===== src/bus_pkg.sv =====
package bus_pkg;

   // request toward memory, level held until ack
   typedef struct packed {
      logic [31:0] addr;
      logic [31:0] wdata;
      logic        ren;  // read level
      logic [3:0]  ben;  // write byte lanes, nonzero means write
   } mem_req_t;

   typedef struct packed {
      logic        ack;
      logic [31:0] rdata;
   } mem_rsp_t;

   // one-hot arbiter states
   typedef enum logic [6:0] {
      S_IDLE         = 7'b000_0001,
      S_RD_DATA_INIT = 7'b000_0010,
      S_RD_INST_INIT = 7'b000_0100,
      S_RD_DATA      = 7'b000_1000,
      S_RD_INST      = 7'b001_0000,
      S_WR_INIT      = 7'b010_0000,
      S_WR_DATA      = 7'b100_0000
   } arb_state_e;

endpackage


===== src/mem_arbiter.sv =====
`timescale 1ns/1ps

module mem_arbiter
   import bus_pkg::*;
(
   input  logic        clk,
   input  logic        rst,
   input  mem_req_t    data_req_i,
   input  logic [31:0] inst_addr_i,
   input  logic        inst_ren_i,
   input  mem_rsp_t    tgt_rsp_i,
   output mem_req_t    tgt_req_o,
   output mem_rsp_t    data_rsp_o,
   output mem_rsp_t    inst_rsp_o
);

   arb_state_e  state_q;
   logic        data_act;  // data port request level
   logic        tgt_act;   // request still shown to decoder
   logic [31:0] addr_q;
   logic [31:0] wdata_q;
   logic        ren_q;
   logic [3:0]  ben_q;
   logic        d_ack_q;
   logic        i_ack_q;
   logic [31:0] d_rdata_q; // per-port read latches
   logic [31:0] i_rdata_q;

   assign data_act   = data_req_i.ren | (|data_req_i.ben);
   assign tgt_act    = ren_q | (|ben_q);
   assign tgt_req_o  = '{addr: addr_q, wdata: wdata_q, ren: ren_q, ben: ben_q};
   assign data_rsp_o = '{ack: d_ack_q, rdata: d_rdata_q};
   assign inst_rsp_o = '{ack: i_ack_q, rdata: i_rdata_q};

   always_ff @(posedge clk or posedge rst) begin
      if (rst) begin
         state_q <= S_IDLE;
         ren_q   <= 1'b0;
         ben_q   <= 4'b0;
         d_ack_q <= 1'b0;
         i_ack_q <= 1'b0;
      end else begin
         unique case (state_q)
            S_IDLE: begin
               if (data_act) begin // data wins a tie
                  ren_q   <= data_req_i.ren;
                  ben_q   <= data_req_i.ren ? 4'b0 : data_req_i.ben; // read beats write
                  state_q <= data_req_i.ren ? S_RD_DATA_INIT : S_WR_INIT;
               end else if (inst_ren_i) begin
                  ren_q   <= 1'b1;
                  ben_q   <= 4'b0;
                  state_q <= S_RD_INST_INIT;
               end
            end
            S_RD_DATA_INIT, S_WR_INIT: begin
               if (tgt_rsp_i.ack) begin
                  d_ack_q <= 1'b1; // rdata latched same edge
                  state_q <= (state_q == S_WR_INIT) ? S_WR_DATA : S_RD_DATA;
               end
            end
            S_RD_INST_INIT: begin
               if (tgt_rsp_i.ack) begin
                  i_ack_q <= 1'b1;
                  state_q <= S_RD_INST;
               end
            end
            S_RD_DATA, S_WR_DATA: begin
               if (!data_act) begin // port let go, drop request and ack
                  ren_q   <= 1'b0;
                  ben_q   <= 4'b0;
                  d_ack_q <= 1'b0;
               end
               if (!tgt_act && !tgt_rsp_i.ack) state_q <= S_IDLE; // decoder idle too
            end
            S_RD_INST: begin
               if (!inst_ren_i) begin
                  ren_q   <= 1'b0;
                  i_ack_q <= 1'b0;
               end
               if (!tgt_act && !tgt_rsp_i.ack) state_q <= S_IDLE;
            end
            default: state_q <= S_IDLE;
         endcase
      end
   end

   always_ff @(posedge clk) begin
      if (state_q == S_IDLE) begin // capture whichever port gets the grant
         addr_q  <= data_act ? data_req_i.addr : inst_addr_i;
         wdata_q <= data_req_i.wdata;
      end
      if (state_q == S_RD_DATA_INIT && tgt_rsp_i.ack) d_rdata_q <= tgt_rsp_i.rdata;
      if (state_q == S_RD_INST_INIT && tgt_rsp_i.ack) i_rdata_q <= tgt_rsp_i.rdata;
   end

   a_one_ack: assert property (@(posedge clk) disable iff (rst) !(d_ack_q && i_ack_q));

   // decoder must see a steady request until it acks
   a_req_stable: assert property (@(posedge clk) disable iff (rst)
      (tgt_act && !tgt_rsp_i.ack) |=> $stable(tgt_req_o));

endmodule


===== config.mk =====
export PLATFORM = sky130hd
export DESIGN_NAME = mem_arbiter
export DESIGN_NICKNAME = d
export VERILOG_FILES = /design/src/bus_pkg.sv /design/src/mem_arbiter.sv
export SDC_FILE = /design/constraint.sdc
export NUM_CORES = 1
export LEC_CHECK = 0
export ABC_CLOCK_PERIOD_IN_PS = 3300
export BUFFER_PORTS_ARGS = -buffer_cell sky130_fd_sc_hd__buf_4
export CAP_MARGIN = 10
export CORE_MARGIN = 8
export CORE_UTILIZATION = 35
export DETAILED_ROUTE_END_ITERATION = 10
export PLACE_DENSITY = 0.71
export SETUP_SLACK_MARGIN = 0.05
export SLEW_MARGIN = 0
export SYNTH_ARGS = -nofsm -noshare
export SYNTH_HDL_FRONTEND = slang
export SYNTH_SLANG_ARGS = --single-unit

===== constraint.sdc =====
create_clock -name clk -period 3.3 [get_ports clk]
set_input_delay 0.66 -clock clk [delete_from_list [all_inputs] [get_ports clk]]
set_output_delay 0.66 -clock clk [all_outputs]
set_load 0.02 [all_outputs]

==> results.yml <==
grt:
  busiest_layer: "met2"
  grtUsageMet3: 0.0500
  grt.met1_usage: 0.157
  grt_pass1_wl_um: 21300
  grt_max_degree: 66
  grt_overflow: 0
  grt_usage: 0.152
  grt_pass1_vias: 3618
  antenna_found_initial: 0
  met2_usage: 0.277
final_layout:
  final_layout_size_suffix_gt1_frac: 0.561
  antenna_cells: 0
  fill_cells: 1179
  nNetsFinal: 685
  layout_common_cells: "buf_4, edfxtp_1, mux2_1, clkbuf_16, dfrtp_1"
  layout_commonest_cell: "buf_4"
  area_growth_pct: 54.5
die:
  fp.dieW_um: 138
  std_cell_rows: 44
  die_area_um2: 18900
  ios: 272
  start_util: 0.357
  design.core.area_um2: 14500
  die_h_um: 138
sta:
  fmax_mhz: 472
  rsz0062_at_grt: "no"
  timing.hold.ws_ns: 0.304
  min_period_over_period: 0.642
  skew_ns: 0.00797
  tns_ns: 0
  setup_viol_count_final: 0
  hold_viol_final: 0
  tightest_slew_ns: 0.831
  finalMaxSlewViolations: 0
  min_period_ns: 2.12
  maxSlewHeadroom: 0.441
synthesis:
  ys_seq_area_frac: 0.812
  avgSynthCellArea_um2: 19.6
  ys.flop_type: "edfxtp_1"
  syn_area_um2: 5170
  synthArstFlopShare: 0.0986
  ys_ff_latch: 142
  synth.distinct_cells: 41
  synth_edf_count: 128
  synth_cells: 264
  yosys_warnings: 0
  mappedNetlistNets: 401
drt:
  first_pass_iters: 4
  drcViolationCount: 0
  routed_wl_um: 15100
  drt_iter0_markers: 159
  num_vias: 3451
  viasPerCell: 4.63
  routedWlPerCell_um: 20.2
  ant_nets: 0
worst_setup_path:
  critPathSlowestCell: "or4_4"
  worst_path_dominant_cell_family: "simple AND/OR/NAND/NOR gates"
  critical_path_class: "in2reg"
  start_kind: "input pin"
  max_stage_delay_ns: 0.59
  path_max_fanout: 33
  crit_required_ns: 3.45
  crit_arrival_ns: 2.27
  r2r_setup_slack_ns: 1.19
  endpoint_kind: "register"
  crit_path_cell_trace: "buf_4, or4_4, nor2_8, mux2_1"
  crit_buf_inv: 1
cts:
  cts_buffer_depth: 2
  root_buffer: "clkbuf_16"
  post_cts_buffers: 0
  ctsHoldBuffers: 0
  cts.sink_count: 142
  numCtsBuffers: 17
  cts-resized-gates: 0
  cts_tree: "built"
  htreeDepth: 4
  path_clk_slew_ns: 0.06
  clock_latency_ns: 0.41
placed_design:
  portBuffers: 271
  dp_hpwl_um: 11800
  gp_congestion: 0.818
hold_path:
  hp-class: "in2async"
power_and_ir_drop:
  power_density_nw_per_um2: 860
  peakVddDrop_uv: 494
  p_leak_uw: 0.00332
  power.total_uw: 6870
run_status:
  outcome: "completed"
run:
  max-cap-violations: 0
where the power goes:
group	internal [uW]	switching, uW	leakage (uW)	total [uW]
sequential	2620	202	0.00136	2820
clock	1120	747	0.000276	1870
combinational	846	1340	0.00168	2180
flip-flops by register name, indices dropped and copies added (netlist names):
signal	flops
ren_q	1
d_rdata_q	32
addr_q	32
i_ack_q	1
d_ack_q	1
state_q	7
ben_q	4
i_rdata_q	32
wdata_q	32
logic make-up after synthesis:
kind of cell    Yosys count  share of synthesized area
compound gates           28                     0.0448
xor+xnor                  3                    0.00509
buf+inv                  16                     0.0189
flops                   142                      0.812
mux                      32                     0.0697
simple gates             43                     0.0496
area by class of cell:
class | instances | area (um^2) | share of cell area
well taps | 184 | 230 | 0.0288
multi-input cells | 106 | 875 | 0.110
flip-flops and latches | 142 | 4200 | 0.526
repair buffers | 274 | 2070 | 0.259
inverters | 7 | 26.3 | 0.00329
clock inverters | 15 | 160 | 0.0201
clock buffers | 17 | 425 | 0.0533
cells in the mapped netlist, drive strengths merged, types with 2 or more instances:
master,instances,area [um^2]
edfxtp,128,3840
mux2,32,360
dfrtp,13,325
nand2,11,41.3
nor2,11,57.6
buf,9,71.3
o21ai,7,35.0
inv,6,22.5
o211ai,6,45.0
nand3,4,20.0
nor4,4,25.0
or4,3,26.3
xor2,3,26.3
a2111oi,2,30.0
a21o,2,15.0
and3,2,12.5
nand4,2,12.5
nor3,2,15.0
o22ai,2,12.5
layer usage:
| metal | up-vias | routed length (um) |
|---|---|---|
| met4 | 0 | 256 |
| met5 | - | 0 |
| met2 | 166 | 8160 |
| met3 | 20 | 1550 |
| li1 | 1616 | - |
| met1 | 1649 | 5090 |
final timing paths:
path	from	end	cells after the start
min in group clk	data_req_i[23]	wdata_q[18]	1
worst min register to register	i_ack_q	i_ack_q	2
worst min-delay path	rst	ben_q[1]	2
worst max register to register	state_q[2]	ren_q	6
max in group asynchronous	rst	state_q[0]	2
worst max-delay path	data_req_i[3]	addr_q[28]	4
per-stage QoR:
stage	worst slack [ns]	std cells	util	area, um^2
global route	1.00	745	0.551	7980
floorplan	0.651	264	-	5170
detailed placement	0.750	713	0.511	7400
CTS	1.16	745	0.551	7980
finish	1.18	745	0.551	7980
global placement	0.811	713	0.511	7400
Note: power is estimated with default switching activity, not from simulation.
