<file path="src/bios.hex">
// one 32-bit rom word per line, word index 0 to 15 in order
3C081F80
35080000
3C09BFC0
8D2A0010
AD0A0000
24420001
1440FFFD
00000000
0BF00040
27BDFFE8
AFBF0014
0C0F0123
8FBF0014
03E00008
27BD0018
B105F00F

</file>
<file path="src/bus_pkg.sv">
package bus_pkg;

   // request toward memory, level held until ack
   typedef struct packed {
      logic [31:0] addr;
      logic [31:0] wdata;
      logic        ren;  // read level
      logic [3:0]  ben;  // write byte lanes, nonzero means write
   } mem_req_t;

   typedef struct packed {
      logic        ack;
      logic [31:0] rdata;
   } mem_rsp_t;

   // one-hot arbiter states
   typedef enum logic [6:0] {
      S_IDLE         = 7'b000_0001,
      S_RD_DATA_INIT = 7'b000_0010,
      S_RD_INST_INIT = 7'b000_0100,
      S_RD_DATA      = 7'b000_1000,
      S_RD_INST      = 7'b001_0000,
      S_WR_INIT      = 7'b010_0000,
      S_WR_DATA      = 7'b100_0000
   } arb_state_e;

endpackage

</file>
<file path="src/mem_map_pkg.sv">
package mem_map_pkg;

   localparam logic [31:0] SEG_MASK      = 32'h1FFF_FFFF; // clears kuseg/kseg0/kseg1 bits
   localparam logic [31:0] MAIN_RAM_BASE = 32'h0000_0000;
   localparam logic [31:0] SCPAD_BASE    = 32'h1F80_0000;
   localparam logic [31:0] BIOS_BASE     = 32'h1FC0_0000;

   localparam int MAIN_RAM_WORDS = 1024; // 4 KiB stand-in for sdram
   localparam int SCPAD_WORDS    = 256;  // 1 KiB
   localparam int BIOS_WORDS     = 16;
   localparam int MAIN_RAM_WAIT  = 3;    // extra cycles before main ram ready

   localparam int MAIN_AW     = $clog2(MAIN_RAM_WORDS); // word index widths
   localparam int SCPAD_AW    = $clog2(SCPAD_WORDS);
   localparam int BIOS_AW     = $clog2(BIOS_WORDS);
   localparam int MAIN_WAIT_W = $clog2(MAIN_RAM_WAIT + 1); // wait counter width

   localparam string BIOS_FILE = "/design/src/bios.hex";

   typedef enum logic [1:0] {
      REG_MAIN,  // main ram
      REG_SCPAD, // scratchpad
      REG_BIOS,  // rom, writes dropped
      REG_NONE   // hole, reads zero
   } region_e;

endpackage
</file>
<file path="src/addr_decoder.sv">
`timescale 1ns/1ps

module addr_decoder
   import mem_map_pkg::*;
   import bus_pkg::*;
(
   input  logic                clk,
   input  logic                rst,
   input  mem_req_t            tgt_req_i,
   output mem_rsp_t            tgt_rsp_o,
   output logic [BIOS_AW-1:0]  bios_idx_o,
   input  logic [31:0]         bios_rdata_i,
   output logic [SCPAD_AW-1:0] sc_idx_o,
   output logic                sc_we_o,
   input  logic [31:0]         sc_rdata_i,
   output logic [MAIN_AW-1:0]  mr_idx_o,
   output logic                mr_we_o,
   output logic                mr_ren_o,
   input  logic [31:0]         mr_rdata_i,
   input  logic                mr_ready_i,
   output logic [3:0]          ben_o,
   output logic [31:0]         wdata_o
);

   logic [31:0] phys;       // segment bits stripped, mirrors alias
   region_e     region;
   logic        wr;
   logic        active;
   logic        first;      // first cycle of a request
   logic        started_q;
   logic        ack_q;
   logic [31:0] rdata;

   assign phys   = tgt_req_i.addr & SEG_MASK;
   assign wr     = |tgt_req_i.ben;
   assign active = tgt_req_i.ren | wr;
   assign first  = active & ~started_q;

   always_comb begin // unsigned wrap makes below-base addresses miss
      if (phys - MAIN_RAM_BASE < 32'(MAIN_RAM_WORDS * 4)) region = REG_MAIN;
      else if (phys - SCPAD_BASE < 32'(SCPAD_WORDS * 4)) region = REG_SCPAD;
      else if (phys - BIOS_BASE < 32'(BIOS_WORDS * 4)) region = REG_BIOS;
      else region = REG_NONE;
   end

   assign bios_idx_o = phys[BIOS_AW+1:2]; // bases aligned, low bits are offset
   assign sc_idx_o   = phys[SCPAD_AW+1:2];
   assign mr_idx_o   = phys[MAIN_AW+1:2];
   assign sc_we_o    = first & wr & (region == REG_SCPAD);
   assign mr_we_o    = first & wr & (region == REG_MAIN);
   assign mr_ren_o   = first & tgt_req_i.ren & (region == REG_MAIN);
   assign ben_o      = tgt_req_i.ben;
   assign wdata_o    = tgt_req_i.wdata;

   always_comb begin
      unique case (region)
         REG_MAIN:  rdata = mr_rdata_i;
         REG_SCPAD: rdata = sc_rdata_i;
         REG_BIOS:  rdata = bios_rdata_i;
         default:   rdata = 32'b0; // hole
      endcase
   end

   assign tgt_rsp_o = '{ack: ack_q, rdata: rdata};

   always_ff @(posedge clk or posedge rst) begin
      if (rst) begin
         started_q <= 1'b0;
         ack_q     <= 1'b0;
      end else begin
         started_q <= active;
         if (!active) ack_q <= 1'b0; // falls once request drops
         else if (region != REG_MAIN) ack_q <= 1'b1; // block rams answer next cycle
         else if (started_q && mr_ready_i) ack_q <= 1'b1;
      end
   end

   // rom window taken straight from the address bits
   a_bios_ro: assert property (@(posedge clk) disable iff (rst)
      (wr && phys[31:BIOS_AW+2] == BIOS_BASE[31:BIOS_AW+2]) |-> !(sc_we_o || mr_we_o));

endmodule

</file>
<file path="config.mk">
export PLATFORM = sky130hd
export DESIGN_NAME = addr_decoder
export DESIGN_NICKNAME = d
export VERILOG_FILES = /design/src/bus_pkg.sv /design/src/mem_map_pkg.sv /design/src/addr_decoder.sv
export SDC_FILE = /design/constraint.sdc
export NUM_CORES = 1
export LEC_CHECK = 0
export BUFFER_PORTS_ARGS = -buffer_cell sky130_fd_sc_hd__buf_2
export CAP_MARGIN = 30
export CORE_AREA = 2 2 100 102
export DETAILED_ROUTE_END_ITERATION = 6
export DIE_AREA = 0 0 102 104
export SYNTH_ARGS = -nofsm -noshare
export SYNTH_HDL_FRONTEND = slang
export SYNTH_SLANG_ARGS = --single-unit
</file>
<file path="constraint.sdc">
create_clock -name clk -period 2.1 [get_ports clk]
set_input_delay 0.21 -clock clk [delete_from_list [all_inputs] [get_ports clk]]
set_output_delay 0.21 -clock clk [all_outputs]
set_load 0.005 [all_outputs]
</file>
==> run summary <==
Max-Cap Viols - 0
Leak - 0.00144 uW
Antenna Nets Post-Route - 0
max_slew headroom - 51.7%
syn nets - 459
Critical-path top delay cell - or4_4
cell row count - 36
I/O pins - 262
Netlist Area Pre-Place - 2100 sq um
worst-path maximum fanout - 5
CTS buffer count - 3
number of library cell types mapped by synthesis - 30
# setup viols final - 33
grt ovf - 0
final setup skew - 1.91 ps
Final Slew Violations - 0
GR Util All Layers - 13.4%
Pwr per Cell Area - 155 nW/um^2
Clock power frac - 31.8%
H-tree levels - 1
post-synth top area share - 21.1%
failing checks - setup timing
Required @ worst endpoint - 1890 ps
die width - 102 um
First DRT Iteration DRCs - 141
wirelength, routed - 7800 um
gpl congestion - 0.703
WS Path Type - in -> out
Design Area, Final - 2960 sq um
fin crit share - 108%
Die Span Y - 104 um
fmax - 442 MHz
register area share after synthesis - 2.39%
input/output buffers - 176
antenna cell count - 0
critical-path cell list - buf_8 > inv_4 > ha_4 > or2_4 > or4_4 > buf_12 > o211ai_1 > a22oi_1 > buf_2
CTS tree - done
global-route wire length before repair - 11900 um
YS warnings - 0
vias in the first global route - 2406
IR drop worst, VDD - 0.146 mV
Post-route DRC - 0
slowest stage delay, CP - 630 ps
core area - 9550 sq um
Synth area leaders - buf_4 21%, o211ai_2 17%, o32a_1 15%, a22oi_1 11%, nand3_1 7.9%
Clk Latency, worst-skew pair - 210 ps
Area Growth Syn to Fin - 41.3%
total vias in the final route - 2630
RSZ-0062 raised after global routing - yes
setup slack after layout - -161 ps
crit path DAT - 2050 ps
Worst Hold Class - in -> reg
Post-DP HPWL - 5750 um
Finished Layout Cells - 534
Final nets - 573
Initial Util - 21.9%
CP startpoint - tgt_req_i[61]
Yosys reg bits - 2
Int Pwr - 318 uW
Worst Setup End Kind - output pin
overall power consumption - 460 uW
Sw Share - 30.9%
clock transition at the registers of the reported paths - 30 ps
commonest non-fill, non-tap cell in the layout - buf_2
Post-DP Area - 2770 sq um
clk root buf - clkbuf_8
area leader, netlist - buf_4
initial antenna violation count - 0
Sequential Power Share - 8.7%
P_sw - 142 uW
die area - 10600 sq um
worst-margin pin slew - 718 ps
worst r2r src - started_q
startpoint types - input pin
vias per cell - 4.93
clock buffer depth - 2
post-CTS setup buffer count - 0
first drt pass iteration count - 4
Setup Total Neg Slack - -3340 ps
combinational power share - 59.5%
Avg Inst Size Synth - 7.25 sq um
HP Start - tgt_req_i[4]
Final min period - 2260 ps
dpl cells - 527
final hold vios - 0
clock sinks - 2
setup slack, reg-to-reg - 1240 ps
outcome - finished, violations left
drt wl/cell - 14.6 um
Post-Syn Instances - 289
most frequent cells in the layout - 174 x buf_2, 34 x inv_1, 32 x nand3_1, 32 x o32a_1, 30 x a22oi_1
# fillers - 1061
Setup WS pre-CTS - -437 ps
share of cells above drive strength 1 - 61.1%
largest net degree at the start of global routing - 93
==> final timing paths <==
check / to / depth (start not counted)
min reg2reg: ack_q / 2
max: tgt_rsp_o[23] / 9
min in group asynchronous: ack_q / 3
min: started_q / 3
max reg2reg: ack_q / 2
max in group asynchronous: started_q / 3
==> logic make-up after synthesis <==
kind of cell | after synthesis | share of synthesized area (%)
buffers and inverters | 129 | 35.0
AOI/OAI and AO/OA | 101 | 46.9
and+or+nand+nor | 55 | 14.5
adders and majority gates | 2 | 1.19
DFF | 2 | 2.39
==> cell usage after synthesis <==
cell type,instances
a2111o_1,1
a211oi_1,1
a21oi_1,2
a22oi_1,32
and2_1,1
and3_1,1
buf_1,4
buf_2,5
buf_4,59
buf_6,3
clkbuf_1,22
dfrtp_1,2
ha_1,2
inv_1,36
nand2_1,2
nand3_1,33
nand4_1,2
nor2_1,2
nor3_1,2
nor3b_1,1
nor4_1,5
nor4_2,1
nor4b_1,1
o211ai_1,4
o211ai_2,29
o32a_1,32
or2_1,1
or2_2,1
or3b_1,1
or4_1,1
==> power by group through the flow <==
| stage | sequential (uW) | clock [uW] | combinational [uW] |
|---|---|---|---|
| finish | 40.1 | 146 | 274 |
| global route | 40.2 | 158 | 303 |
| CTS | 40.1 | 150 | 273 |
| detailed placement | 40.4 | 0 | 262 |
| global placement | 40.4 | 0 | 259 |
| floorplan | 40.3 | 0 | 172 |
==> layer usage <==
metal | part of all wire, % | wire, um | GRT usage (%) | vias up
li1 | - | - | - | 1261
met1 | 42 | 3280 | 18.0 | 1237
met2 | 51 | 3940 | 23.7 | 126
met3 | 7.2 | 562 | 1.21 | 6
met4 | 0.18 | 14 | 1.52 | 0
met5 | 0 | 0 | 0 | -
==> metrics by stage <==
stage / util, % / hold WS (ps)
final: 31.0 / 217
after floorplan: - / -48.8
after CTS: 30.7 / 215
after detailed placement: 29.0 / 72.2
after global routing: 31.0 / 237
after global placement: 29.0 / 68.0
==> final cells by class <==
class	instances	area, sq um	share of cell area, %
clock buffers	3	41.3	1.39
repair buffers	202	1200	40.5
well taps	133	166	5.62
multi-input cells	158	1370	46.1
inverters	36	138	4.65
flip-flops and latches	2	50.0	1.69
==> sequential cells by signal (all words and copies together), names as in the netlist <==
name / flops
ack_q: 1
started_q: 1
==> repair_timing <==
action / in CTS / in global routing
gates cloned: 3 / 0
pin swaps: 7 / 3
gates resized for setup: 11 / 6
setup endpoints to repair: 33 / 33
endpoints found under the hold margin: 2 / 0
hold buffers: 1 / 0
==> critical path: cells and delay by family <==
kind	cells	cell delay, ps
AOI/OAI and AO/OA	2	290
adders and majority gates	1	190
buffers and inverters	4	490
and+or+nand+nor	2	860
No activity file was read; power rests on OpenSTA's default activity.
